### src/rtl/l2c_cfg_pkg.sv
// ************************************************
// L2 cache emulator geometry and timing
// Address fields, slot count and answer latencies
// ************************************************
package l2c_cfg_pkg;

  // Address and data widths
  localparam int PADDR_W     = 32;
  localparam int LINE_W      = 512;
  localparam int DW_W        = 64;
  localparam int DW_PER_LINE = LINE_W / DW_W;

  // Doubleword offset inside a line, bits 5..3
  localparam int OFF_LSB = 3;
  localparam int OFF_W   = $clog2(DW_PER_LINE);

  // Set index, bits 9..6
  localparam int LINE_LSB = OFF_LSB + OFF_W;
  localparam int SET_NUM  = 16;
  localparam int SET_W    = $clog2(SET_NUM);

  // Tag, bits 31..10
  localparam int TAG_LSB = LINE_LSB + SET_W;
  localparam int TAG_W   = PADDR_W - TAG_LSB;

  // Backing memory, index taken from bits 11..6
  localparam int MEM_LINES = 64;
  localparam int MEM_IDX_W = $clog2(MEM_LINES);

  // Outstanding request slots
  localparam int BUF_LEN   = 3;
  localparam int BUF_IDX_W = $clog2(BUF_LEN);
  localparam int WBB_TAG_W = 4;

  // Hit and miss latency in cycles
  localparam int H_DELAY = 2;
  localparam int M_DELAY = 7;
  localparam int CNT_W   = $clog2(M_DELAY + 1);

endpackage
### src/rtl/l2c_tag_dir.sv
// ************************************************
// L2 cache emulator tag directory
// Direct-mapped lookup deciding hit or miss
// ************************************************
module l2c_tag_dir
  import l2c_cfg_pkg::*;
(
  input  logic               clk_i,
  input  logic               rst_ni,
  input  logic               accept_i,
  input  logic [PADDR_W-1:0] paddr_i,
  output logic               miss_o
);

  logic [SET_NUM-1:0] valid_q;
  logic [TAG_W-1:0]   tag_q [SET_NUM];
  logic [SET_W-1:0]   set_idx;
  logic [TAG_W-1:0]   req_tag;

  // Address split
  assign set_idx = paddr_i[LINE_LSB +: SET_W];
  assign req_tag = paddr_i[TAG_LSB +: TAG_W];

  // Miss on empty entry or tag mismatch
  assign miss_o = !valid_q[set_idx] || (tag_q[set_idx] != req_tag);

  // Valid bits, all entries empty out of reset
  always_ff @(posedge clk_i or negedge rst_ni) begin
    if (!rst_ni) begin
      valid_q <= '0;
    end else if (accept_i) begin
      valid_q[set_idx] <= 1'b1;
    end
  end

  // Every accepted request allocates its set
  always_ff @(posedge clk_i) begin
    if (accept_i) begin
      tag_q[set_idx] <= req_tag;
    end
  end

endmodule

### config.mk
export PLATFORM = sky130hd
export DESIGN_NAME = l2c_tag_dir
export DESIGN_NICKNAME = d
export VERILOG_FILES = /design/src/rtl/l2c_cfg_pkg.sv /design/src/rtl/l2c_tag_dir.sv
export SDC_FILE = /design/constraint.sdc
export NUM_CORES = 1
export LEC_CHECK = 0
export BUFFER_PORTS_ARGS = -buffer_cell sky130_fd_sc_hd__buf_2
export CORE_MARGIN = 8
export CORE_UTILIZATION = 53
export CTS_CLUSTER_DIAMETER = 120
export DETAILED_ROUTE_END_ITERATION = 10
export GPL_TIMING_DRIVEN = 1
export PLACE_DENSITY = 0.76
export SYNTH_ARGS = -nofsm -noshare
export SYNTH_HDL_FRONTEND = slang
export SYNTH_SLANG_ARGS = --single-unit
### constraint.sdc
create_clock -name clk_i -period 2.6 [get_ports clk_i]
set_input_delay 0.26 -clock clk_i [delete_from_list [all_inputs] [get_ports clk_i]]
set_output_delay 0.26 -clock clk_i [all_outputs]
set_load 0.005 [all_outputs]
==> summary.txt, run 1 <==
Status
  • Status: finished with violations
  • Failing checks: setup timing

GRT
  • Global route overflow: 0
  • Initial antenna violation count: 0
  • First-pass GRT wire length: 50,300 µm
  • GRT Total Usage: 20.3%
  • Number of global-route vias before repair: 8,059
  • Pin count of the biggest net entering global routing: 24

Floorplanning
  • DIE WIDTH: 182 µm
  • Placement Rows: 60
  • Initial Util: 54.0%
  • Die area: 33,000 µm²
  • Die Y: 182 µm
  • IO Count: 36
  • Core Footprint: 27,000 µm²

Power and ir drop
  • PwrDens: 762 nW/µm²
  • Cell leakage power: 5.91 nW
  • Overall Power: 0.0132 W
  • Worst vdd ir: 0.000613 V

Timing
  • Max Slew Vio Count: 0
  • Final period utilization: 128%
  • Fin. Hold Viols: 0
  • # setup viols final: 1
  • Fin Setup TNS: -0.730 ns
  • Fmax: 300 MHz
  • RSZ-0062 raised after global routing: true
  • Worst Slack Setup Final: -0.730 ns
  • Min cycle time layout: 3.33 ns
  • Clock skew: 0 ns
  • Tightest Pin Transition: 0.570 ns
  • Slew HR: 61.9%
  • Min Hold Slack: 0.0561 ns

Route
  • Final wirelength: 33,200 µm
  • Via density: 6.41
  • Routed Antenna Nets: 0
  • DRC Markers: 0
  • Routed len/inst: 27.3 µm
  • DRT iter0 DRCs: 1,016
  • DRT Pass-1 Iters: 5
  • DR vias: 7,799

Synth
  • Post-Syn Instances: 692
  • Asr flop ratio synth: 4.35%
  • Main synth FF type: edfxtp_1
  • Synthesized area per cell: 21.0 µm²
  • Top cells by count, synth: 352 x edfxtp_1, 73 x mux4_2, 26 x mux2i_1
  • Netlist cell types: 46
  • Net Count, Synth: 727
  • Syn. warnings: 0
  • EDFF count, synth: 352
  • Cell taking the most area after synthesis: edfxtp_1
  • Synth Register Bits: 368
  • Post-Synthesis Cell Area: 14,600 µm²
  • Synth top area share: 72.6%
  • Synth top area cells: edfxtp_1 73%, mux4_2 11%, dfrtp_1 2.8%
  • Sequential area share after synthesis: 75.4%
  • Count leader, synth: edfxtp_1

Clock network
  • Root buf cell: clkbuf_16
  • Clock Latency Late Sink: 0.52 ns
  • Clock sink count: 368
  • # Post-CTS Setup Buffers: 0
  • H-Tree Depth: 2
  • Clock-pin slew on the worst setup and hold paths: 0.06 ns
  • CTS max path bufs: 3
  • CTS tree: yes
  • Num CTS Buffers: 38

Setup path
  • Crit end category: output pin
  • Cells along the critical path: mux4_2, a22o_1, a221oi_2, xnor2_1, a2111o_1, a2111oi_2, nand4_1, buf_2
  • CP max stage cell: mux4_2
  • Delay-heaviest family, CP: compound AO/OA/AOI/OAI gates
  • Critical path peak fanout: 1
  • Worst Setup SP: tag_q[11][12]
  • Crit start category: flip-flop
  • Setup CP Type: flip-flop to output pin
  • Req. time, crit path: 2.34 ns
  • Crit path buf inv count: 1
  • Crit-path max cell delay: 0.49 ns
  • R2R setup slack: 1.79 ns
  • Worst R2R Start: valid_q[3]
  • Worst path arrival time: 3.07 ns

Placement
  • # port buffers: 29
  • Post-DP Area: 16,100 µm²
  • Detailed placement HPWL: 21,100 µm
  • Gpl congestion: 0.888

Layout
  • Layout fillers: 1,705
  • Share of cells above drive strength 1: 35.6%
  • Final Cell Area: 17,400 µm²
  • Final nets: 883
  • Antenna diode count: 0
  • Area Growth Syn to Fin: 19.4%

Min path
  • Hold Crit Start: paddr_i[19]
  • Hold/Removal Path Class: input port to flip-flop

Run
  • Max Cap Violations: 0
==> timing repair <==
action                     in CTS  in global routing
pin swaps                       5                  2
hold endpoints to repair       16                  0
setup endpoints to repair       1                  1
resized for setup               3                  1
gates cloned                    0                  0
hold buffers                    1                  0
==> layout by cell type (no fill, tap or decap), drive strengths merged, types with 14 or more instances in the layout <==
master  count
edfxtp    352
buf       145
mux4       86
xnor2      14
nor2       24
mux2i      26
nand2      15
clkbuf     47
or2        16
clkinv     15
dfrtp      16
inv        14
==> kinds of logic after synthesis <==
group	count (synthesis)	synth area share [%]
and+or+nand+nor	81	2.72
AOI/OAI and AO/OA	66	3.44
xor gates and xnor gates	21	1.26
muxes	112	15.4
buffers and inverters	44	1.75
DFF	368	75.4
==> worst paths after layout <==
check	endpoint	depth (start not counted)
worst max-delay path	miss_o	8
worst min-delay path	tag_q[4][9]	1
worst max register to register	valid_q[3]	1
worst min register to register	valid_q[9]	1
max in group asynchronous	valid_q[14]	2
min in group asynchronous	valid_q[0]	2
==> power breakdown <==
part / internal (W) / switching, W / total [W]
Clock: 0.00345 / 0.00214 / 0.00560
Sequential: 0.00666 / 0.0000521 / 0.00671
Combinational: 0.000427 / 0.000504 / 0.000930
==> registers in the layout (all words and copies together), names as in the netlist <==
name,cells
tag_q,352
valid_q,16
==> metrics by stage <==
step | cells | util (%) | worst slack, ns
after floorplan | 692 | - | -0.152
after global placement | 1148 | 59.6 | -0.477
after detailed placement | 1148 | 59.6 | -0.499
after CTS | 1217 | 64.5 | -0.719
after global routing | 1217 | 64.5 | -0.858
final | 1217 | 64.5 | -0.730
==> final cells by class <==
type                            count  area, µm²  share of cell area [%]
Inverter                           14       52.6                   0.302
Sequential cell                   368      11000                    63.1
Multi-Input combinational cell    280       3420                    19.7
Clock inverter                     21        248                    1.43
Tap cell                          341        427                    2.46
Clock buffer                       47       1050                    6.03
Timing Repair Buffer              146       1210                    6.96
==> metal layers <==
layer	share of wire (%)	track usage, %	vias to the layer above
met5	0	0	-
met4	3.0	6.33	0
met3	9.0	4.49	77
met2	48	32.6	462
met1	40	27.5	4058
li1	-	-	3202
Power figures use the tool's default switching activity.
==> run 2, diff against run 1 <==
--- a/config.mk
+++ b/config.mk
@@ -5,6 +5,7 @@
 export SDC_FILE = /design/constraint.sdc
 export NUM_CORES = 1
 export LEC_CHECK = 0
+export ABC_AREA = 1
 export BUFFER_PORTS_ARGS = -buffer_cell sky130_fd_sc_hd__buf_2
 export CORE_MARGIN = 8
 export CORE_UTILIZATION = 53
==> summary.txt, run 2 <==
Run
  • Max Cap Violations: 0 (unchanged)

Power and ir drop
  • Worst vdd ir: 0.000514 V (was 0.000613 V)
  • Cell leakage power: 7.39 nW (was 5.91 nW)
  • PwrDens: 705 nW/µm² (was 762 nW/µm²)

Synth
  • Sequential area share after synthesis: 70.9% (was 75.4%)
  • Synth top area share: 68.3% (was 72.6%)
  • Main synth FF type: edfxtp_1 (unchanged)
  • Syn. warnings: 0 (unchanged)
  • Count leader, synth: nand2_1 (was edfxtp_1)
  • Synth Register Bits: 368 (unchanged)
  • Post-Syn Instances: 1,499 (was 692)
  • Post-Synthesis Cell Area: 15,500 µm² (was 14,600 µm²)
  • Top cells by count, synth: 904 x nand2_1, 352 x edfxtp_1, 61 x nor2_1 (was 352 x edfxtp_1, 73 x mux4_2, 26 x mux2i_1)
  • Net Count, Synth: 1,534 (was 727)
  • Synthesized area per cell: 10.3 µm² (was 21.0 µm²)
  • Synth top area cells: edfxtp_1 68%, nand2_1 22%, dfrtp_1 2.6% (was edfxtp_1 73%, mux4_2 11%, dfrtp_1 2.8%)
  • Asr flop ratio synth: 4.35% (unchanged)
  • Cell taking the most area after synthesis: edfxtp_1 (unchanged)
  • Netlist cell types: 20 (was 46)
  • EDFF count, synth: 352 (unchanged)

Timing
  • Min cycle time layout: 2.47 ns (was 3.33 ns)
  • Clock skew: 0 ns (unchanged)
  • Min Hold Slack: 0.132 ns (was 0.0561 ns)
  • RSZ-0062 raised after global routing: false (was true)
  • Fin. Hold Viols: 0 (unchanged)
  • Slew HR: 69.7% (was 61.9%)
  • Fin Setup TNS: 0 ns (was -0.730 ns)
  • Tightest Pin Transition: 0.454 ns (was 0.570 ns)
  • Max Slew Vio Count: 0 (unchanged)
  • Fmax: 405 MHz (was 300 MHz)
  • Final period utilization: 94.9% (was 128%)
  • # setup viols final: 0 (was 1)

Setup path
  • Worst Setup SP: tag_q[11][14] (was tag_q[11][12])
  • Req. time, crit path: 2.34 ns (about the same)
  • Worst R2R Start: valid_q[15] (was valid_q[3])
  • Setup CP Type: flip-flop to output pin (unchanged)
  • Crit start category: flip-flop (unchanged)
  • Worst path arrival time: 2.21 ns (was 3.07 ns)
  • Critical path peak fanout: 2 (was 1)
  • Crit end category: output pin (unchanged)

GRT
  • First-pass GRT wire length: 57,000 µm (was 50,300 µm)
  • GRT Total Usage: 20.8% (was 20.3%)
  • Global route overflow: 0 (unchanged)
  • Pin count of the biggest net entering global routing: 55 (was 24)
  • Number of global-route vias before repair: 10,399 (was 8,059)
  • Initial antenna violation count: 1 (was 0)

Layout
  • Most common cell after layout, fill and taps aside: nand2_1 (was edfxtp_1)
  • Area Growth Syn to Fin: 14.7% (was 19.4%)
  • Biggest register: tag_q (unchanged)
  • Share of cells above drive strength 1: 10.6% (was 35.6%)
  • Antenna diode count: 0 (unchanged)
  • Final nets: 1,596 (was 883)
  • Max FFs per register: 352 (unchanged)
  • Commonest non-fill, non-tap cells in the layout: 904 x nand2_1, 352 x edfxtp_1, 41 x nor2_1, 39 x clkbuf_16, 30 x nand3_1 (was 352 x edfxtp_1, 103 x buf_4, 73 x mux4_2, 41 x clkbuf_16, 27 x buf_2)
  • Final Cell Area: 17,700 µm² (was 17,400 µm²)
  • Biggest regs: tag_q: 352 flops, valid_q: 16 flops (unchanged)
  • Layout fillers: 2,201 (was 1,705)

Floorplanning
  • DIE WIDTH: 187 µm (was 182 µm)
  • Core Footprint: 28,700 µm² (was 27,000 µm²)
  • Initial Util: 53.9% (was 54.0%)
  • IO Count: 36 (unchanged)
  • Placement Rows: 62 (was 60)
  • Die area: 34,900 µm² (was 33,000 µm²)
  • Die Y: 187 µm (was 182 µm)

Clock network
  • CTS max path bufs: 3 (unchanged)
  • Root buf cell: clkbuf_16 (unchanged)
  • Num CTS Buffers: 38 (unchanged)
  • CTS tree: yes (unchanged)
  • H-Tree Depth: 2 (unchanged)
  • Clock Latency Late Sink: 0.51 ns (was 0.52 ns)
  • Clock sink count: 368 (unchanged)
  • Clock-pin slew on the worst setup and hold paths: 0.06 ns (about the same)

Placement
  • # port buffers: 29 (unchanged)
  • Gpl congestion: 0.836 (was 0.888)
  • Detailed placement HPWL: 20,700 µm (was 21,100 µm)
  • Post-DP Area: 16,600 µm² (was 16,100 µm²)

Min path
  • Hold Crit Start: paddr_i[12] (was paddr_i[19])
  • Hold/Removal Path Class: input port to flip-flop (unchanged)

Route
  • Routed len/inst: 18.7 µm (was 27.3 µm)
  • Routed Antenna Nets: 0 (unchanged)
  • DRC Markers: 0 (unchanged)
  • DRT iter0 DRCs: 1,153 (was 1,016)
  • DRT Pass-1 Iters: 5 (unchanged)
  • Final wirelength: 36,800 µm (was 33,200 µm)
  • Via density: 5.41 (was 6.41)
  • DR vias: 10,662 (was 7,799)

Status
  • Status: completed (was finished with violations)
-- run 2: changes by cell type after synthesis, sizes merged, moves of 14 or more --
cell    change
nor2       +38
xnor2      -14
buf        +27
nand2     +890
nand3      +25
o21bai     +17
mux4       -86
mux2i      -26
-- run 2: final cells by class --
type | count | area [µm²] | share of cell area, %
well taps | 384 | 480 | 2.71
flip-flops and latches | 368 | 11000 | 61.8
repair buffers | 84 | 875 | 4.93
clock inverters | 23 | 140 | 0.790
inverters | 24 | 95.1 | 0.536
multi-input cells | 1045 | 4190 | 23.6
clock buffers | 44 | 995 | 5.61
-- run 2: per-layer routing --
layer  up-vias  wire length [µm]  track usage, %
met5         -                12               0
met4         2              1120            7.88
met3        77              2920            2.68
met2       466             18100            35.6
met1      5083             14700            26.7
li1       5034                 -               -
-- run 2: repair_timing --
item,4_1_cts,5_1_grt
gates resized for setup,0,6
endpoints found under the hold margin,16,0
hold buffers,1,0
endpoints found under the setup margin,0,1
setup buffers,0,1
-- run 2: kinds of logic after synthesis --
kind of cell,synth area share [%]
compound gates,1.54
buf+inv,2.68
flops,70.9
simple gates,24.9
-- run 2: final timing paths --
kind	depth (start not counted)	to	slack [ns]
setup / recovery	13	miss_o	0.13
hold / removal	1	tag_q[15][2]	0.13
setup reg to reg	1	valid_q[15]	1.81
hold reg to reg	2	valid_q[3]	0.46
max in group asynchronous	2	valid_q[3]	2.15
min in group asynchronous	2	valid_q[10]	0.18
-- run 2: report_power, final --
part | internal (W) | switching [W] | total (W)
logic | 0.000271 | 0.000616 | 0.000887
clock network | 0.00284 | 0.00213 | 0.00497
registers | 0.00662 | 0.0000314 | 0.00665
total | 0.00973 | 0.00278 | 0.0125
-- run 2: metrics by stage --
stage	setup WS (ns)	utilization [%]	total power [W]	cells
6_report	0.132	61.8	0.0125	1972
2_1_floorplan	0.228	-	0.00728	1499
3_3_place_gp	0.0757	57.7	0.00762	1902
3_5_place_dp	0.0738	57.7	0.00765	1902
5_1_grt	0.0204	61.8	0.0129	1972
4_1_cts	0.0304	61.7	0.0126	1970
-- run 2: critical path, cell delays in order, from the launching register on --
cell and delay [ns]:
edfxtp_1 0.38, nand2_1 0.08, nand2_1 0.05, nand2_1 0.05, nand2_1 0.06, nand2_1 0.05, nand2_1 0.08, o21bai_1 0.21
nand2_1 0.08, nor2_1 0.11, nand2_1 0.11, nor2_2 0.16, nand3_2 0.12, buf_2 0.14
