--- src/rtl/l2c_msg_pkg.sv ---
// ************************************************
// L2 cache emulator message encodings
// Request and answer types on the arbiter channels
// ************************************************
package l2c_msg_pkg;

  // Encoding widths
  localparam int REQ_TYPE_W = 2;
  localparam int ANS_TYPE_W = 3;

  // Requests coming from the L2 arbiter
  typedef enum logic [REQ_TYPE_W-1:0] {
    IReadLine,
    DReadLine,
    DWriteLine,
    PTWLoad
  } l2c_req_e;

  // Answers sent back to the L2 arbiter
  // A line write that missed wakes up the write-back buffer
  typedef enum logic [ANS_TYPE_W-1:0] {
    ILineRead,
    DLineRead,
    DLineWritten,
    DWbbWakeUp,
    PTWLoadDone
  } l2c_ans_e;

endpackage

--- src/rtl/l2c_cfg_pkg.sv ---
// ************************************************
// L2 cache emulator geometry and timing
// Address fields, slot count and answer latencies
// ************************************************
package l2c_cfg_pkg;

  // Address and data widths
  localparam int PADDR_W     = 32;
  localparam int LINE_W      = 512;
  localparam int DW_W        = 64;
  localparam int DW_PER_LINE = LINE_W / DW_W;

  // Doubleword offset inside a line, bits 5..3
  localparam int OFF_LSB = 3;
  localparam int OFF_W   = $clog2(DW_PER_LINE);

  // Set index, bits 9..6
  localparam int LINE_LSB = OFF_LSB + OFF_W;
  localparam int SET_NUM  = 16;
  localparam int SET_W    = $clog2(SET_NUM);

  // Tag, bits 31..10
  localparam int TAG_LSB = LINE_LSB + SET_W;
  localparam int TAG_W   = PADDR_W - TAG_LSB;

  // Backing memory, index taken from bits 11..6
  localparam int MEM_LINES = 64;
  localparam int MEM_IDX_W = $clog2(MEM_LINES);

  // Outstanding request slots
  localparam int BUF_LEN   = 3;
  localparam int BUF_IDX_W = $clog2(BUF_LEN);
  localparam int WBB_TAG_W = 4;

  // Hit and miss latency in cycles
  localparam int H_DELAY = 2;
  localparam int M_DELAY = 7;
  localparam int CNT_W   = $clog2(M_DELAY + 1);

endpackage
--- src/rtl/l2c_ans_sel.sv ---
// ************************************************
// L2 cache emulator answer selector
// Retires the lowest expired slot into the answer register
// Holds the answer while the arbiter stalls
// ************************************************
module l2c_ans_sel
  import l2c_cfg_pkg::*;
  import l2c_msg_pkg::*;
(
  input  logic                 clk_i,
  input  logic                 rst_ni,
  input  logic                 flush_i,
  input  logic [BUF_LEN-1:0]   expired_i,
  input  l2c_req_e             type_i    [BUF_LEN],
  input  logic [PADDR_W-1:0]   paddr_i   [BUF_LEN],
  input  logic [WBB_TAG_W-1:0] wbb_tag_i [BUF_LEN],
  input  logic [BUF_LEN-1:0]   miss_i,
  input  logic [LINE_W-1:0]    rline_i,
  input  logic                 ans_rdy_i,
  output logic [MEM_IDX_W-1:0] ridx_o,
  output logic [BUF_LEN-1:0]   retire_o,
  output logic                 ans_valid_o,
  output l2c_ans_e             ans_type_o,
  output logic [PADDR_W-1:0]   ans_paddr_o,
  output logic [WBB_TAG_W-1:0] ans_wbb_tag_o,
  output logic [LINE_W-1:0]    ans_line_o,
  output logic [DW_W-1:0]      ans_data_o
);

  logic [BUF_IDX_W-1:0]               sel_idx;
  logic                               sel_vld;
  logic                               take;
  logic [DW_PER_LINE-1:0][DW_W-1:0]   line_dw;
  logic [OFF_W-1:0]                   dw_off;
  l2c_ans_e                           nxt_type;
  logic [WBB_TAG_W-1:0]               nxt_wbb_tag;
  logic [LINE_W-1:0]                  nxt_line;
  logic [DW_W-1:0]                    nxt_data;

  // Lowest expired slot
  always_comb begin
    sel_idx = '0;
    for (int k = BUF_LEN - 1; k >= 0; k--) begin
      if (expired_i[k]) begin
        sel_idx = BUF_IDX_W'(k);
      end
    end
  end
  assign sel_vld = |expired_i;

  // Register free or drained this cycle
  assign take = sel_vld && (!ans_valid_o || ans_rdy_i);

  always_comb begin
    retire_o = '0;
    if (take) begin
      retire_o[sel_idx] = 1'b1;
    end
  end

  // Memory lookup for the selected line
  assign ridx_o  = paddr_i[sel_idx][LINE_LSB +: MEM_IDX_W];
  assign dw_off  = paddr_i[sel_idx][OFF_LSB +: OFF_W];
  assign line_dw = rline_i;

  // Answer formation, unused fields stay zero
  always_comb begin
    nxt_type    = ILineRead;
    nxt_wbb_tag = '0;
    nxt_line    = '0;
    nxt_data    = '0;
    case (type_i[sel_idx])
      IReadLine: begin
        nxt_type = ILineRead;
        nxt_line = rline_i;
      end
      DReadLine: begin
        nxt_type = DLineRead;
        nxt_line = rline_i;
      end
      DWriteLine: begin
        // A missed write wakes the write-back buffer
        nxt_type    = miss_i[sel_idx] ? DWbbWakeUp : DLineWritten;
        nxt_wbb_tag = wbb_tag_i[sel_idx];
      end
      PTWLoad: begin
        nxt_type = PTWLoadDone;
        nxt_data = line_dw[dw_off];
      end
    endcase
  end

  // Answer valid
  always_ff @(posedge clk_i or negedge rst_ni) begin
    if (!rst_ni) begin
      ans_valid_o <= 1'b0;
    end else if (flush_i) begin
      ans_valid_o <= 1'b0;
    end else if (take) begin
      ans_valid_o <= 1'b1;
    end else if (ans_rdy_i) begin
      ans_valid_o <= 1'b0;
    end
  end

  // Answer payload, held under back-pressure
  always_ff @(posedge clk_i) begin
    if (take) begin
      ans_type_o    <= nxt_type;
      ans_paddr_o   <= paddr_i[sel_idx];
      ans_wbb_tag_o <= nxt_wbb_tag;
      ans_line_o    <= nxt_line;
      ans_data_o    <= nxt_data;
    end
  end

endmodule

--- config.mk ---
export PLATFORM = sky130hd
export DESIGN_NAME = l2c_ans_sel
export DESIGN_NICKNAME = d
export VERILOG_FILES = /design/src/rtl/l2c_msg_pkg.sv /design/src/rtl/l2c_cfg_pkg.sv /design/src/rtl/l2c_ans_sel.sv
export SDC_FILE = /design/constraint.sdc
export NUM_CORES = 1
export LEC_CHECK = 0
export ABC_AREA = 1
export CAP_MARGIN = 40
export CORE_AREA = 2 2 493 495
export CTS_BUF_LIST = sky130_fd_sc_hd__clkbuf_8
export DETAILED_ROUTE_END_ITERATION = 7
export DIE_AREA = 0 0 495 497
export DONT_BUFFER_PORTS = 1
export HOLD_SLACK_MARGIN = 0.05
export PLACE_DENSITY_LB_ADDON = 0.25
export RECOVER_POWER = 50
export SYNTH_ARGS = -nofsm -noshare
export SYNTH_HDL_FRONTEND = slang
export SYNTH_SLANG_ARGS = --single-unit
--- constraint.sdc ---
create_clock -name clk_i -period 36.3 [get_ports clk_i]
set_input_delay 1.815 -clock clk_i [delete_from_list [all_inputs] [get_ports clk_i]]
set_output_delay 1.815 -clock clk_i [all_outputs]
set_load 0.005 [all_outputs]
==> results of run 1 <==
per-layer routing:
layer | track usage | share of wire | vias to the layer above
met4 | 0.0485 | 0.028 | 58
li1 | - | - | 9993
met2 | 0.250 | 0.48 | 1444
met5 | 0 | 0.0020 | -
met3 | 0.0643 | 0.11 | 265
met1 | 0.165 | 0.38 | 11400
stage by stage:
| step | hold WS [ns] | cell area (um^2) | setup slack, ns | power [uW] |
|---|---|---|---|---|
| floorplan | 0.681 | 29000 | 3.09 | 1130 |
| global placement | 0.890 | 32500 | 30.02 | 1230 |
| detailed placement | 0.887 | 32600 | 29.93 | 1230 |
| CTS | 0.469 | 34900 | 30.99 | 1970 |
| global route | 0.531 | 34800 | 25.24 | 2020 |
| finish | 0.667 | 34900 | 25.78 | 1930 |
worst max-delay path, delay by kind of cell:
family          cells  cell delay [ns]
simple gates        1             0.07
compound gates      1             0.68
buf+inv             3             8.13
final timing paths:
| check | from | end | slack, ns | cells past startpoint |
|---|---|---|---|---|
| min reg2reg | ans_valid_o | ans_valid_o | 0.85 | 4 |
| min in group clk_i | ans_valid_o | ans_valid_o | 0.85 | 4 |
| max reg2reg | ans_valid_o | ans_line_o[27] | 26.22 | 6 |
| max in group asynchronous | rst_ni | ans_valid_o | 35.56 | 0 |
| min | rst_ni | ans_valid_o | 0.67 | 0 |
| max | ans_rdy_i | ans_line_o[27] | 25.78 | 5 |
cell type report:
type                            instances  area share
Tap cell                             3185       0.114
Clock inverter                         98      0.0187
Timing Repair Buffer                   51      0.0132
Clock buffer                          120      0.0473
Multi-Input combinational cell       1787       0.216
Inverter                              529      0.0570
Sequential cell                       616       0.530
Antenna cell                           44     0.00316
registers in the layout, indices dropped and copies added (netlist names):
signal,cells
ans_line_o,512
ans_data_o,64
ans_paddr_o,32
ans_wbb_tag_o,4
ans_type_o,3
ans_valid_o,1
placed cells by master (no fill, tap or decap), types with 6 or more instances in the layout:
cell,instances
sky130_fd_sc_hd__buf_4,38
sky130_fd_sc_hd__edfxtp_1,615
sky130_fd_sc_hd__clkinv_1,32
sky130_fd_sc_hd__clkinv_2,15
sky130_fd_sc_hd__clkinvlp_4,6
sky130_fd_sc_hd__o21ai_0,69
sky130_fd_sc_hd__clkbuf_1,7
sky130_fd_sc_hd__a31oi_1,30
sky130_fd_sc_hd__clkbuf_8,120
sky130_fd_sc_hd__nor2_1,815
sky130_fd_sc_hd__bufinv_16,6
sky130_fd_sc_hd__inv_1,557
sky130_fd_sc_hd__nand2_1,402
sky130_fd_sc_hd__nand3_1,456
sky130_fd_sc_hd__diode_2,44
logic make-up (layout without fill, tap and decap cells):
kind of cell,after synthesis,in the layout,synth area share
AOI/OAI and AO/OA,105,105,0.0200
buffers and inverters,726,798,0.103
DFF,616,616,0.638
other,0,44,0
and+or+nand+nor,1682,1682,0.239
power by group through the flow:
stage	Clock [uW]	Sequential, uW	Combinational [uW]
after floorplan	0	980	151
after global placement	0	981	251
after detailed placement	0	976	257
after CTS	746	965	257
after global routing	769	970	278
final	716	963	250
==> results.json, run 1 <==
{
  "timing_hold_violations_final": 0,
  "setup.worst_path.end_class": "flip-flop",
  "placeable_core_region_um2": 240000,
  "worstMarginPinSlew_ns": 7.19,
  "tritoncts": "done",
  "cap_violations": 10,
  "ys_seq_elements": 616,
  "fp.dieArea_um2": 246000,
  "avgSynthCellArea_um2": 9.27,
  "avgViaCountPerCell": 3.60,
  "synth.area.top_cells": "sky130_fd_sc_hd__edfxtp_1 (64%), sky130_fd_sc_hd__nor2_1 (11%), sky130_fd_sc_hd__nand3_1 (7.9%)",
  "clock_insertion_delay_worst_skew_ns": 0.89,
  "ctsLongestPathBuffers": 3,
  "sw_frac_of_total": 0.328,
  "cpMaxStageDelayCell": "sky130_fd_sc_hd__clkbuf_1",
  "cts.sink_count": 616,
  "clkSlewWorstSetupHoldPaths_ns": 0.06,
  "chipHeight_um": 497,
  "final_layout_size_suffix_gt1_frac": 0.0665,
  "synth.top_cells.by_count": "sky130_fd_sc_hd__nor2_1 (814), sky130_fd_sc_hd__edfxtp_1 (615), sky130_fd_sc_hd__inv_1 (523), sky130_fd_sc_hd__nand3_1 (455), sky130_fd_sc_hd__nand2_1 (404)",
  "synthMostInstantiatedCell": "sky130_fd_sc_hd__nor2_1",
  "antenna_found_initial": 93,
  "detail-route-antenna-nets": 0,
  "power.combinational.fraction": 0.130,
  "dr_total_vias": 23200,
  "power_leakage_uw": 0.0146,
  "top_level_ports": 1261,
  "ys_async_sr_fraction": 0.00162,
  "worst_clock_skew_ns": 0.0550,
  "crit_required_ns": 36.78,
  "num-nets-final": 3740,
  "cts_resized": 0,
  "sequentialPowerShare": 0.499,
  "cts_root_buffer": "sky130_fd_sc_hd__clkbuf_8",
  "post_cts_buffers": 0,
  "powerDensity_nw_per_um2": 55.3,
  "ys_types": 23,
  "total_switching_power_uw": 632,
  "synth_cells": 3129,
  "area.growth.synth_to_final_pct": 20.4,
  "drt_first_iter_violations": 2037,
  "worst_hold_path_type": "in -> async",
  "final-seq-area_um2": 18500,
  "multi_input_area_um2": 7550,
  "drcViolationCount": 0,
  "finalMaxSlewViolations": 496,
  "synth_largest_area_cell": "sky130_fd_sc_hd__edfxtp_1",
  "global_route.usage.total": 0.148,
  "grt_start_max_net_pins": 124,
  "grt_pass1_vias": 23100,
  "initial_core_utilization": 0.121,
  "globalplace.congestion": 0.925,
  "run_status": "finished, violations left",
  "hold_buffers": 0,
  "grt_pass1_wl_um": 241000,
  "drt_first_pass_iters": 5,
  "slew_headroom": -3.79,
  "finalCriticalPeriod_ns": 10.52,
  "port-buffer-count": 0,
  "highest_clock_frequency_the_design_can_meet_ghz": 0.0950,
  "dpl.hpwl_um": 152000,
  "ir_worst_vdd_uv": 25.4,
  "timing.setup.tns_ns": 0,
  "synthesis.nets": 3765,
  "mappedNetlistArea_um2": 29000,
  "timing.critical_path.arrival_ns": 11.00,
  "tritoncts.num_buffers": 119,
  "criticalPathCategory": "in -> reg",
  "worst_path_largest_cell_delay_ns": 5.13,
  "num-fill-cells": 27500,
  "worst-path-max-fanout": 105,
  "final_util": 0.145,
  "die_x_um": 495,
  "power.internal_uw": 1300,
  "finalWirelength_um": 190000,
  "layout.cells.non_filler": 6430,
  "htree_num_levels": 3,
  "synth_flop_cell": "sky130_fd_sc_hd__edfxtp_1",
  "gr-total-overflow": 0,
  "drt-wirelength-per-cell_um": 29.6,
  "timing.critical_path.from_type": "input pin",
  "rows": 180,
  "violations": "max-capacitance violations, max-slew violations",
  "ys_warn_count": 0,
  "synth_sequential_area_ratio": 0.638,
  "fin_crit_sh": 0.290,
  "timing.critical_path.mode_cell": "sky130_fd_sc_hd__clkbuf_1",
  "rsz0062_at_grt": "no",
  "report.final.setup_viol": 0,
  "clock_power_share": 0.371,
  "count_of_flip_flops_with_a_built_in_enable_after_synthesis": 615,
  "numPlacedInstances": 6168,
  "crit_chain": "nor2_1 -> a21oi_1 -> clkbuf_1 -> clkbuf_1 -> buf_4",
  "yosys.area.top_type_share": 0.637
}
Power figures use the tool's default switching activity.
==> run 2: changes to the inputs <==
==> constraint.sdc (replaced) <==
create_clock -name clk_i -period 8.7 [get_ports clk_i]
set_input_delay 0.435 -clock clk_i [delete_from_list [all_inputs] [get_ports clk_i]]
set_output_delay 0.435 -clock clk_i [all_outputs]
set_load 0.005 [all_outputs]
==> results.json, run 2 (synthesis gave the netlist of run 1 again) <==
{
  "registers.top_by_ff_count": "ans_line_o",
  "area.growth.synth_to_final_pct": 41.4,
  "worst_hold_path_type": "in -> reg",
  "crit_required_ns": 9.21,
  "cts_resized": 0,
  "worst_slack_ns": 3.39,
  "drt-wirelength-per-cell_um": 27.4,
  "report.final.setup_viol": 0,
  "ir_worst_vdd_uv": 110,
  "ctsLongestPathBuffers": 3,
  "grt_pass1_vias": 26200,
  "layout.cells.most_common_list": "sky130_fd_sc_hd__nor2_1 (815), sky130_fd_sc_hd__edfxtp_1 (615), sky130_fd_sc_hd__dlygate4sd3_1 (598)",
  "reg_top3": "ans_line_o x512, ans_data_o x64, ans_paddr_o x32",
  "finalCriticalPeriod_ns": 5.31,
  "globalplace.congestion": 0.907,
  "layout.cells.non_filler": 7024,
  "dr_total_vias": 25600,
  "worst_path_largest_cell_delay_ns": 2.29,
  "crit-reg2reg-launch": "ans_valid_o",
  "avgViaCountPerCell": 3.65,
  "cts.sink_count": 616,
  "num-fill-cells": 27100,
  "dpl.hpwl_um": 151000,
  "drcViolationCount": 0,
  "rsz0062_at_grt": "no",
  "rows": 180,
  "regToRegSetupSlack_ns": 3.39,
  "numPlacedInstances": 6168,
  "timing.critical_path.arrival_ns": 5.82,
  "timing_hold_violations_final": 0,
  "clock_insertion_delay_worst_skew_ns": 0.91,
  "initial_core_utilization": 0.121,
  "worstMarginPinSlew_ns": 3.17,
  "run_status": "finished, violations left",
  "slew_headroom": -1.11,
  "powerDensity_nw_per_um2": 205,
  "gr-total-overflow": 0,
  "drt_first_iter_violations": 2239,
  "timing.critical_path.from_type": "flip-flop",
  "global_route.usage.total": 0.150,
  "power_leakage_uw": 0.0171,
  "r2r_cells": 5,
  "cp.buffers_inverters": 3,
  "antenna_found_initial": 92,
  "drt_first_pass_iters": 5,
  "die_x_um": 495,
  "violations": "max-capacitance violations, max-slew violations",
  "largest_register_ff_count": 512,
  "fin_crit_sh": 0.610,
  "hold-path-endpoint": "ans_data_o[1]",
  "criticalPathCategory": "reg -> reg",
  "critical_path_cell_count": 5,
  "multi_input_area_um2": 7560,
  "chipHeight_um": 497,
  "finalMaxSlewViolations": 200,
  "worst-path-max-fanout": 65,
  "final_util": 0.171,
  "post_cts_buffers": 0,
  "htree_num_levels": 3,
  "finalWirelength_um": 192000,
  "num-nets-final": 4339,
  "grt_start_max_net_pins": 138,
  "final-seq-area_um2": 18500,
  "cts_root_buffer": "sky130_fd_sc_hd__clkbuf_8",
  "final_layout_size_suffix_gt1_frac": 0.0569,
  "top_level_ports": 1261,
  "crit_chain": "inv_1 -> nor2_1 -> a21oi_1 -> clkbuf_1 -> buf_4",
  "cap_violations": 5,
  "setup.worst_path.end_class": "flip-flop",
  "final_common_cell": "sky130_fd_sc_hd__nor2_1",
  "fin_hold_ws_ns": 0.176,
  "regToRegEndpoint": "ans_data_o[39]",
  "grt_pass1_wl_um": 248000,
  "dp_worst_setup_slack_ns": 4.57,
  "min-delay-start": "rline_i[129]",
  "worstHoldPathCells": 5,
  "tritoncts": "done",
  "placeable_core_region_um2": 240000,
  "fp.dieArea_um2": 246000,
  "critical_path.top_delay_family": "buffers and inverters",
  "worst_clock_skew_ns": 0.0460,
  "highest_clock_frequency_the_design_can_meet_ghz": 0.188,
  "cpMaxStageDelayCell": "sky130_fd_sc_hd__clkbuf_1",
  "port-buffer-count": 0,
  "detail-route-antenna-nets": 0,
  "tritoncts.num_buffers": 120,
  "clkSlewWorstSetupHoldPaths_ns": 0.06
}
## run 2: cell count changes in the layout (fill, tap and decap cells not counted), sizes merged
| cell | delta |
|---|---|
| dlygate4sd3 | +598 |
| bufinv | +3 |
| clkinv | -3 |
| diode | -3 |
| clkinvlp | -2 |
| buf | -1 |
| clkbuf | +1 |
| inv | +1 |
## run 2: per-stage QoR
stage,cell area [um^2],power [uW],setup TNS [ns]
after floorplan,29000,4550,-1585.02
after global placement,32500,5150,0
after detailed placement,32600,5150,0
after CTS,41000,8600,0
after global routing,40900,8800,0
final,41000,8400,0
## run 2: worst max-delay path by stage
stage / startpoint / to / slack, ns
after floorplan: expired_i[2] / ans_data_o[0] / -2.58
after global placement: expired_i[1] / ans_data_o[39] / 4.54
after detailed placement: expired_i[1] / ans_data_o[28] / 4.57
after CTS: ans_valid_o / ans_line_o[237] / 5.56
after global routing: ans_valid_o / ans_line_o[427] / 3.10
final: ans_valid_o / ans_data_o[39] / 3.39
## run 2: area by class of cell
class / instances / share of cell area
clock buffer: 120 / 0.0403
clock inverter: 97 / 0.0174
sequential: 616 / 0.451
antenna: 41 / 0.00250
timing repair buffer: 649 / 0.159
tap: 3185 / 0.0972
inverter: 529 / 0.0487
multi-input combinational: 1787 / 0.184
## run 2: worst reg2reg max path, stage by stage (launching register included)
cell and delay, ns:
sky130_fd_sc_hd__dfrtp_1 0.40, sky130_fd_sc_hd__inv_1 0.07, sky130_fd_sc_hd__nor2_1 0.14, sky130_fd_sc_hd__a21oi_1 0.88
sky130_fd_sc_hd__clkbuf_1 2.30, sky130_fd_sc_hd__buf_4 1.08
## run 2: power by group
| group | switching [uW] | leakage, uW | total, uW | internal, uW |
|---|---|---|---|---|
| logic | 914 | 0.00929 | 1330 | 416 |
| clock network | 1500 | 0.00132 | 3070 | 1560 |
| registers | 318 | 0.00652 | 4010 | 3690 |
## run 2: repair_timing
item,in CTS,in global routing
hold endpoints to repair,627,0
setup endpoints to repair,0,0
hold buffers,598,0
## run 2: per-layer routing
layer	global-route usage	routed length (um)	up-vias
met1	0.177	76600	12600
met4	0.0561	7080	42
li1	-	-	11200
met3	0.0483	17700	291
met2	0.250	90600	1475
met5	0	267	-
