## src/rtl/l2c_msg_pkg.sv

```systemverilog
// ************************************************
// L2 cache emulator message encodings
// Request and answer types on the arbiter channels
// ************************************************
package l2c_msg_pkg;

  // Encoding widths
  localparam int REQ_TYPE_W = 2;
  localparam int ANS_TYPE_W = 3;

  // Requests coming from the L2 arbiter
  typedef enum logic [REQ_TYPE_W-1:0] {
    IReadLine,
    DReadLine,
    DWriteLine,
    PTWLoad
  } l2c_req_e;

  // Answers sent back to the L2 arbiter
  // A line write that missed wakes up the write-back buffer
  typedef enum logic [ANS_TYPE_W-1:0] {
    ILineRead,
    DLineRead,
    DLineWritten,
    DWbbWakeUp,
    PTWLoadDone
  } l2c_ans_e;

endpackage

```

## src/rtl/l2c_cfg_pkg.sv

```systemverilog
// ************************************************
// L2 cache emulator geometry and timing
// Address fields, slot count and answer latencies
// ************************************************
package l2c_cfg_pkg;

  // Address and data widths
  localparam int PADDR_W     = 32;
  localparam int LINE_W      = 512;
  localparam int DW_W        = 64;
  localparam int DW_PER_LINE = LINE_W / DW_W;

  // Doubleword offset inside a line, bits 5..3
  localparam int OFF_LSB = 3;
  localparam int OFF_W   = $clog2(DW_PER_LINE);

  // Set index, bits 9..6
  localparam int LINE_LSB = OFF_LSB + OFF_W;
  localparam int SET_NUM  = 16;
  localparam int SET_W    = $clog2(SET_NUM);

  // Tag, bits 31..10
  localparam int TAG_LSB = LINE_LSB + SET_W;
  localparam int TAG_W   = PADDR_W - TAG_LSB;

  // Backing memory, index taken from bits 11..6
  localparam int MEM_LINES = 64;
  localparam int MEM_IDX_W = $clog2(MEM_LINES);

  // Outstanding request slots
  localparam int BUF_LEN   = 3;
  localparam int BUF_IDX_W = $clog2(BUF_LEN);
  localparam int WBB_TAG_W = 4;

  // Hit and miss latency in cycles
  localparam int H_DELAY = 2;
  localparam int M_DELAY = 7;
  localparam int CNT_W   = $clog2(M_DELAY + 1);

endpackage
```

## src/rtl/l2c_req_slot.sv

```systemverilog
// ************************************************
// L2 cache emulator request slot
// Holds one outstanding request and its latency count
// ************************************************
module l2c_req_slot
  import l2c_cfg_pkg::*;
  import l2c_msg_pkg::*;
(
  input  logic                 clk_i,
  input  logic                 rst_ni,
  input  logic                 flush_i,
  input  logic                 load_i,
  input  logic                 retire_i,
  input  l2c_req_e             req_type_i,
  input  logic [PADDR_W-1:0]   paddr_i,
  input  logic [WBB_TAG_W-1:0] wbb_tag_i,
  input  logic                 miss_i,
  output logic                 busy_o,
  output logic                 expired_o,
  output l2c_req_e             type_o,
  output logic [PADDR_W-1:0]   paddr_o,
  output logic [WBB_TAG_W-1:0] wbb_tag_o,
  output logic                 miss_o
);

  logic                 busy_q;
  logic [CNT_W-1:0]     cnt_q;
  l2c_req_e             type_q;
  logic [PADDR_W-1:0]   paddr_q;
  logic [WBB_TAG_W-1:0] wbb_tag_q;
  logic                 miss_q;

  // Occupancy and countdown
  always_ff @(posedge clk_i or negedge rst_ni) begin
    if (!rst_ni) begin
      busy_q <= 1'b0;
      cnt_q  <= '0;
    end else if (flush_i) begin
      busy_q <= 1'b0;
    end else if (load_i) begin
      busy_q <= 1'b1;
      // Latency picked from the tag lookup at accept time
      cnt_q  <= miss_i ? CNT_W'(M_DELAY) : CNT_W'(H_DELAY);
    end else if (retire_i) begin
      busy_q <= 1'b0;
    end else if (busy_q && (cnt_q != '0)) begin
      cnt_q <= cnt_q - 1'b1;
    end
  end

  // Request payload captured on accept
  always_ff @(posedge clk_i) begin
    if (load_i) begin
      type_q    <= req_type_i;
      paddr_q   <= paddr_i;
      wbb_tag_q <= wbb_tag_i;
      miss_q    <= miss_i;
    end
  end

  // Count at zero means the answer may leave
  assign busy_o    = busy_q;
  assign expired_o = busy_q && (cnt_q == '0);
  assign type_o    = type_q;
  assign paddr_o   = paddr_q;
  assign wbb_tag_o = wbb_tag_q;
  assign miss_o    = miss_q;

endmodule

```

## config.mk

```make
export PLATFORM = sky130hd
export DESIGN_NAME = l2c_req_slot
export DESIGN_NICKNAME = d
export VERILOG_FILES = /design/src/rtl/l2c_msg_pkg.sv /design/src/rtl/l2c_cfg_pkg.sv /design/src/rtl/l2c_req_slot.sv
export SDC_FILE = /design/constraint.sdc
export NUM_CORES = 1
export LEC_CHECK = 0
export ABC_AREA = 1
export BUFFER_PORTS_ARGS = -buffer_cell sky130_fd_sc_hd__buf_4
export CORE_ASPECT_RATIO = 0.8
export CORE_MARGIN = 2
export CORE_UTILIZATION = 38
export CTS_CLUSTER_SIZE = 8
export DETAILED_ROUTE_END_ITERATION = 8
export PLACE_DENSITY_LB_ADDON = 0.2
export SETUP_SLACK_MARGIN = 0.3
export SLEW_MARGIN = 20
export SYNTH_ARGS = -nofsm -noshare
export SYNTH_HDL_FRONTEND = slang
export SYNTH_SLANG_ARGS = --single-unit
```

## constraint.sdc

```tcl
create_clock -name clk_i -period 1 [get_ports clk_i]
set_input_delay 0.2 -clock clk_i [delete_from_list [all_inputs] [get_ports clk_i]]
set_output_delay 0.2 -clock clk_i [all_outputs]
set_load 0.02 [all_outputs]
```

==> flow_summary_export.csv, run 1 <==
group,metric,value,unit
clock_network,cts_sinks,43,
sta,finalCriticalPeriod,1.37,ns
final_layout,diodes,0,
die,fp-row-count,19,
clock_network,clk_latency,0.28,ns
final_layout,fillers,228,
final_layout,nets,225,
sta,slew_headroom,0.789,
placed_design,io_buffer_count,84,
grt,grt_antenna_before_repair,0,
die,core-area,0.00352,mm²
sta,clock_skew,0.000288,ns
status,violations,"negative setup slack",
routing,drc,0,
final_layout,final_cell_mix,"buf_4, buf_6, edfxtp_1",
sta,rsz0062_at_grt,"true",
sta,setup_slack,-0.372,ns
routing,drt_iter0_markers,33,
sta,setup_viol,40,
routing,vias_per_cell,4.41,
critical_path,reg2reg_depth,10,
placed_design,post-place-ws,-0.106,ns
synthesis,ys_ff_latch,43,
sta,max_freq,729,MHz
final_layout,layout-drive-gt1-share,0.639,
clock_network,path_clk_slew,0.07,ns
grt,grt_pass1_wl,4370,µm
die,pin_count,85,
grt,grt_pass1_vias,980,
sta,setup_tns,-1.31,ns
critical_path,cp_data_arrival_time,1.17,ns
critical_path,r2r_slack,-0.21,ns
synthesis,ys_types,12,
power_and_ir_drop,leakage,1.10,nW
sta,maxSlewViolCount,0,
power_and_ir_drop,power_density,1670,mW/mm²
clock_network,cts_tree,"done",
power_and_ir_drop,peakVddDrop,1100,µV
routing,drtAntennaViolNets,0,
synthesis,syn_nets,121,
clock_network,clockRootBuffer,"clkbuf_8",
critical_path,critical_path_required,0.80,ns
critical_path,critPathLaunchType,"flop",
routing,finalWirelength,3100,µm
status,status,"complete, but fails checks",
sta,hold_viol,0,
clock_network,cts_buffer_depth,2,
routing,wl_per_cell,13.9,µm
critical_path,cp-startpoint,"cnt_q[0]",
synthesis,yosys_warnings,0,
sta,worst-slew-pin-transition,0.315,ns
critical_path,critPathKind,"reg -> out",
routing,vias,979,
die,dieArea,0.00428,mm²
critical_path,endpoint_kind,"output pin",
synthesis,postSynthAreaPerCell,19.1,µm²
routing,dr.pass1.iters,4,
final_layout,fin_util,0.713,
critical_path,crit_path_end,"expired_o",
final_layout,final_common_cell,"buf_4",
grt,grt_max_degree,20,
placed_design,hpwl,2220,µm
sta,min_period_over_period,1.37,
critical_path,cp_max_fo,2,
critical_path,rr_endpoint,"cnt_q[2]",
die,dieWidth,72.7,µm
worst_hold_path,min_path_type,"in -> reg",
critical_path,timing.rr.start,"cnt_q[1]",
clock_network,cts-buffers-inserted,5,
synthesis,synthCells,75,
flow_run,maxCapViolCount,0,
clock_network,htreeDepth,2,
placed_design,place_congestion,0.756,
sta,holdWs,0.0881,ns
die,initial_core_util,0.408,
die,die_y,58.9,µm
synthesis,syn_area,0.00143,mm²
grt,gr-usage-all-layers,0.140,
grt,grt-ovfl-total,0,
synthesis,yosysSeqAreaShare,0.887,
final_layout,area_growth,74.9,%
==> report_power, final <==
group | switching [mW] | internal (mW)
clock network | 0.518 | 0.490
registers | 0.0818 | 2.14
logic | 0.441 | 0.530
total | 1.04 | 3.16
==> synth_stat cells <==
master | count | area (µm²)
dfrtp_1 | 4 | 100
nand3_1 | 4 | 20.0
nand2_1 | 14 | 52.6
nand3_2 | 1 | 10.0
ha_1 | 2 | 25.0
o21ai_0 | 1 | 5.00
inv_1 | 5 | 18.8
nor2_1 | 2 | 7.51
edfxtp_1 | 39 | 1170
inv_2 | 1 | 3.75
nand2_4 | 1 | 11.3
or2_4 | 1 | 8.76
==> worst min-delay path by stage <==
stage	startpoint	endpoint	slack, ns	depth (start not counted)
finish	paddr_i[15]	paddr_o[15]	0.09	1
global route	paddr_i[25]	paddr_o[25]	0.07	1
CTS	paddr_i[15]	paddr_o[15]	0.08	1
detailed placement	rst_ni	cnt_q[0]	-0.0004	1
global placement	rst_ni	cnt_q[2]	-0.003	1
floorplan	rst_ni	busy_o	-0.1	0
==> final cells by class <==
type | count | area (µm²) | area share
clock buffers | 7 | 76.3 | 0.0304
flip-flops and latches | 43 | 1270 | 0.507
repair buffers | 97 | 888 | 0.354
multi-input cells | 26 | 190 | 0.0758
clock inverters | 1 | 5.00 | 0.00200
well taps | 42 | 52.6 | 0.0210
inverters | 6 | 22.5 | 0.00898
==> logic make-up (layout without fill, tap and decap cells) <==
family,after synthesis,after routing,share of synthesized area
DFF,43,43,0.887
and+or+nand+nor,23,23,0.0768
buffers and inverters,6,111,0.0157
adders and majority gates,2,2,0.0174
AOI/OAI and AO/OA,1,1,0.00349
==> critical path, stage by stage (launching register included) <==
cell	delay, ns
dfrtp_1	0.41
inv_2	0.09
ha_4	0.15
nand2_4	0.05
nor2_4	0.07
buf_6	0.11
==> flip-flops by register name, indices dropped and copies added (netlist names) <==
signal,count
paddr_o,32
cnt_q,3
type_o,2
busy_o,1
wbb_tag_o,4
miss_o,1
==> metrics by stage <==
stage / instance area (µm²) / power, mW / instances
3_3_place_gp: 2160 / 2.92 / 205
6_report: 2510 / 4.20 / 222
5_1_grt: 2510 / 4.39 / 222
4_1_cts: 2470 / 4.18 / 219
3_5_place_dp: 2160 / 2.94 / 205
2_1_floorplan: 1450 / 2.54 / 75
==> repair_timing <==
item	in CTS	in global routing
endpoints found under the setup margin	44	45
setup buffers	5	3
hold endpoints to repair	4	0
gates resized for setup	45	6
hold buffers	1	0
pin swaps	1	3
==> routing by layer <==
| layer | track usage | vias to the layer above | share of wire |
|---|---|---|---|
| li1 | - | 473 | - |
| met1 | 0.144 | 451 | 0.36 |
| met2 | 0.253 | 50 | 0.54 |
| met5 | 0 | - | 0 |
| met3 | 0.0616 | 5 | 0.098 |
| met4 | 0.0556 | 0 | 0.011 |
No activity file was read; power rests on OpenSTA's default activity.
==> run 2: changes to the inputs <==
- PLACE_DENSITY: unset -> 0.85
- PLACE_DENSITY_LB_ADDON: 0.2 -> unset
==> run 2 against run 1 <==
Compared with the run above:
- the flow still finishes with violations (negative setup slack)
- sequential share of layout area is 0.18 points lower
- sequential power hardly changed
- register-to-register slack worse by 0.17 ns
- largest cell class unchanged
==> flow_summary_export.csv, run 2 (same netlist as run 1, synthesis figures left out) <==
group,metric,value,unit
power_and_ir_drop,power_density,1700,mW/mm²
worst_hold_path,min_path_type,"in -> reg",
grt,gr-usage-all-layers,0.169,
power_and_ir_drop,leakage,1.10,nW
clock_network,htreeDepth,2,
sta,setup_tns,-2.75,ns
final_layout,fin_util,0.715,
die,fp-row-count,19,
final_layout,layout-drive-gt1-share,0.644,
final_layout,fin_cells,222,
power_and_ir_drop,peakVddDrop,800,µV
sta,clock_skew,0.00103,ns
placed_design,io_buffer_count,84,
power_and_ir_drop,power,4.27,mW
die,pin_count,85,
critical_path,critPathKind,"reg -> out",
sta,slew_headroom,0.835,
critical_path,crit_slowest_cell,"dfrtp_1",
clock_network,clk_latency,0.29,ns
critical_path,critPathLaunchType,"flop",
sta,max_freq,720,MHz
critical_path,cp_max_fo,2,
placed_design,post-place-ws,-0.121,ns
grt,grt_antenna_before_repair,0,
sta,setup_slack,-0.389,ns
routing,drtAntennaViolNets,0,
placed_design,hpwl,2700,µm
grt,grt_max_degree,15,
clock_network,path_clk_slew,0.08,ns
sta,setup_viol,44,
die,core-area,0.00352,mm²
routing,vias,1041,
final_layout,fillers,208,
routing,drc,0,
die,initial_core_util,0.408,
status,violations,"negative setup slack",
die,die_y,58.9,µm
status,status,"complete, but fails checks",
final_layout,nets,225,
routing,drt_iter0_markers,67,
die,dieWidth,72.7,µm
routing,wl_per_cell,16.8,µm
placed_design,place_congestion,0.837,
final_layout,final_common_cell,"buf_4",
grt,grt_pass1_wl,5050,µm
critical_path,cp_data_arrival_time,1.19,ns
grt,grt_pass1_vias,991,
sta,holdWs,0.0767,ns
die,dieArea,0.00428,mm²
clock_network,cts_sinks,43,
critical_path,critical_path_required,0.80,ns
routing,finalWirelength,3720,µm
critical_path,path_cells,"inv_2, ha_4, nand2_4, nor2_4, buf_6",
final_layout,final_cell_mix,"buf_4, buf_6, edfxtp_1",
placed_design,dp_cells,204,
final_layout,area_growth,75.5,%
routing,dr.pass1.iters,4,
clock_network,cts_tree,"done",
critical_path,slowest_delay,0.40,ns
final_layout,largest_reg_flops,32,
sta,rsz0062_at_grt,"true",
clock_network,clockRootBuffer,"clkbuf_8",
final_layout,diodes,0,
clock_network,cts-buffers-inserted,5,
sta,finalCriticalPeriod,1.39,ns
critical_path,endpoint_kind,"output pin",
final_layout,ff_latch_area,0.00127,mm²
sta,hold_viol,0,
routing,vias_per_cell,4.69,
final_layout,final_area,0.00252,mm²
sta,maxSlewViolCount,0,
sta,worst-slew-pin-transition,0.246,ns
grt,grt-ovfl-total,0,
final_layout,multi_input_area,193,µm²
clock_network,cts_buffer_depth,2,
flow_run,maxCapViolCount,0,
sta,min_period_over_period,1.39,
placed_design,placedInstanceArea,0.00215,mm²
==> run 2: cell count changes in the layout (fill, tap and decap cells not counted) <==
cell | previous run | this run
nand2_2 | 1 | 2
clkinvlp_4 | 0 | 1
buf_4 | 54 | 53
clkinv_2 | 1 | 0
buf_6 | 42 | 43
nand2_1 | 12 | 11
clkinv_1 | 0 | 2
clkbuf_1 | 2 | 0
==> run 2: layout make-up <==
cell class | instances | area share
clock buffer | 5 | 0.0273
clock inverter | 3 | 0.00597
inverter | 6 | 0.00895
multi-input combinational | 26 | 0.0766
sequential | 43 | 0.506
tap | 42 | 0.0209
timing repair buffer | 97 | 0.355
==> run 2: timing repair <==
| action | 4_1_cts | 5_1_grt |
|---|---|---|
| hold endpoints to repair | 4 | 0 |
| hold buffers | 1 | 0 |
| setup buffers | 5 | 4 |
| gates resized for setup | 49 | 4 |
| pin swaps | 4 | 2 |
| endpoints found under the setup margin | 44 | 45 |
==> run 2: path summary, 6_finish.rpt <==
check	startpoint	to	slack, ns	cells after the start
setup / recovery	cnt_q[1]	expired_o	-0.39	5
hold reg to reg	cnt_q[1]	cnt_q[1]	0.56	2
setup reg to reg	cnt_q[1]	cnt_q[0]	-0.38	10
max in group asynchronous	rst_ni	busy_o	0.66	2
min in group asynchronous	rst_ni	busy_o	0.23	2
hold / removal	paddr_i[14]	paddr_o[14]	0.08	1
==> run 2: critical path: cells and delay by family, from the launching register on <==
kind	cells	cell delay, ns
adder cells (fa/ha/maj)	1	0.14
AND/OR/NAND/NOR	2	0.15
buffers and inverters	2	0.21
flip-flops	1	0.40
==> run 2: where the power goes <==
group | switching [mW] | total, mW | leakage, nW | internal [mW]
logic | 0.468 | 1.01 | 0.628 | 0.543
registers | 0.0860 | 2.22 | 0.430 | 2.14
clock network | 0.558 | 1.03 | 0.0392 | 0.473
==> run 2: routing by layer <==
layer / global-route usage / routed length [µm]
met5: 0 / 0
met2: 0.281 / 1830
met1: 0.201 / 1480
met4: 0.0794 / 62
met3: 0.0548 / 349
==> run 3: changes to the inputs <==
- GPL_TIMING_DRIVEN: unset -> 0
- PLACE_DENSITY: 0.85 -> 0.74
==> run 3 against run 2 <==
Compared with the run above:
- the run still ends with negative setup slack left
- clock power barely moved
- power shrank 1.5%
- largest power group unchanged
- worst setup slack improved by 0.023 ns
- final cell count shrank 2.7%
- clock skew about the same
- via count decreased by 3.0%
- critical path depth stayed put
- wire length shrank 7.6%
==> flow_summary_export.csv, run 3 (same netlist as run 1, synthesis figures left out) <==
group,metric,value,unit
status,status,"complete, but fails checks",
grt,grt_antenna_before_repair,0,
worst_hold_path,min_path_type,"in -> reg",
clock_network,cts_buffer_depth,2,
clock_network,cts-buffers-inserted,5,
critical_path,path_cells,"inv_2, ha_4, nand2_4, nor2_4, buf_6",
critical_path,cp_max_fo,3,
final_layout,final_common_cell,"buf_4",
sta,rsz0062_at_grt,"true",
die,initial_core_util,0.408,
routing,drtAntennaViolNets,0,
critical_path,critPathLaunchType,"flop",
clock_network,clk_latency,0.28,ns
die,die_y,58.9,µm
grt,gr-usage-all-layers,0.153,
sta,setup_slack,-0.366,ns
clock_network,cts_tree,"done",
flow_run,maxCapViolCount,0,
power_and_ir_drop,leakage,1.07,nW
clock_network,path_clk_slew,0.08,ns
final_layout,layout-drive-gt1-share,0.632,
die,dieArea,0.00428,mm²
routing,drt_iter0_markers,52,
final_layout,area_growth,72.6,%
final_layout,diodes,0,
routing,wl_per_cell,15.9,µm
final_layout,fillers,236,
grt,grt_pass1_wl,4730,µm
critical_path,endpoint_kind,"output pin",
critical_path,critical_path_required,0.80,ns
sta,hold_viol,0,
grt,grt_pass1_vias,1004,
power_and_ir_drop,power_density,1700,mW/mm²
critical_path,slowest_delay,0.40,ns
critical_path,crit_slowest_cell,"dfrtp_1",
die,pin_count,85,
sta,setup_viol,44,
final_layout,final_cell_mix,"buf_4, buf_6, edfxtp_1",
routing,dr.pass1.iters,4,
placed_design,hpwl,2150,µm
final_layout,fin_cells,216,
sta,holdWs,0.0865,ns
sta,maxSlewViolCount,0,
critical_path,cp_data_arrival_time,1.17,ns
die,core-area,0.00352,mm²
final_layout,largest_reg_flops,32,
placed_design,io_buffer_count,84,
placed_design,dp_cells,201,
clock_network,clockRootBuffer,"clkbuf_8",
routing,finalWirelength,3440,µm
power_and_ir_drop,peakVddDrop,916,µV
routing,vias_per_cell,4.68,
sta,clock_skew,0.00126,ns
sta,max_freq,732,MHz
sta,min_period_over_period,1.37,
routing,vias,1010,
sta,worst-slew-pin-transition,0.262,ns
placed_design,place_congestion,0.688,
sta,slew_headroom,0.825,
routing,drc,0,
status,violations,"negative setup slack",
grt,grt_max_degree,43,
critical_path,critPathKind,"reg -> out",
grt,grt-ovfl-total,0,
die,fp-row-count,19,
die,dieWidth,72.7,µm
clock_network,cts_sinks,43,
final_layout,nets,219,
clock_network,htreeDepth,2,
sta,setup_tns,-2.11,ns
sta,finalCriticalPeriod,1.37,ns
-- run 3: worst paths after layout --
path,slack [ns],cells after the start,to,from
hold reg to reg,0.55,2,cnt_q[0],cnt_q[0]
min in group asynchronous,0.24,2,cnt_q[2],rst_ni
setup reg to reg,-0.35,10,cnt_q[0],cnt_q[0]
hold / removal,0.09,1,paddr_o[10],paddr_i[10]
max in group asynchronous,0.65,2,busy_o,rst_ni
setup / recovery,-0.37,5,expired_o,cnt_q[0]
-- run 3: per-layer routing --
| layer | wire length [µm] | track usage |
|---|---|---|
| met1 | 1160 | 0.168 |
| met2 | 1900 | 0.278 |
| met3 | 351 | 0.0582 |
| met4 | 27 | 0.0397 |
| met5 | 0 | 0 |
-- run 3: cell type report --
cell class / count / area, µm² / area share
well taps: 42 / 52.6 / 0.0212
flip-flops and latches: 43 / 1270 / 0.514
multi-input cells: 26 / 183 / 0.0738
repair buffers: 91 / 860 / 0.347
clock buffers: 6 / 72.6 / 0.0293
clock inverters: 2 / 12.5 / 0.00506
inverters: 6 / 22.5 / 0.00910
-- run 3: through the flow --
stage	total power [mW]	util	worst slack (ns)	area (µm²)
floorplan	2.54	-	-0.00724	1450
global placement	2.91	0.606	-0.233	2130
detailed placement	2.93	0.606	-0.273	2130
CTS	4.15	0.688	-0.357	2420
global route	4.41	0.703	-0.420	2470
finish	4.20	0.703	-0.366	2470
-- run 3: critical path, delay by kind of cell (launching register included) --
family,cells,cell delay [ns]
adders and majority gates,1,0.14
DFF,1,0.40
and+or+nand+nor,2,0.14
buffers and inverters,2,0.21
-- run 3: repair_timing --
action	CTS	global route
setup endpoints to repair	61	45
setup buffers	3	3
pin swaps	1	3
endpoints found under the hold margin	4	0
hold buffers	1	0
gates resized for setup	45	9
-- run 3: report_power, final --
part / internal (mW) / total, mW / switching (mW)
clock: 0.488 / 1.03 / 0.546
combinational: 0.513 / 0.947 / 0.434
sequential: 2.14 / 2.22 / 0.0845
total: 3.14 / 4.20 / 1.06
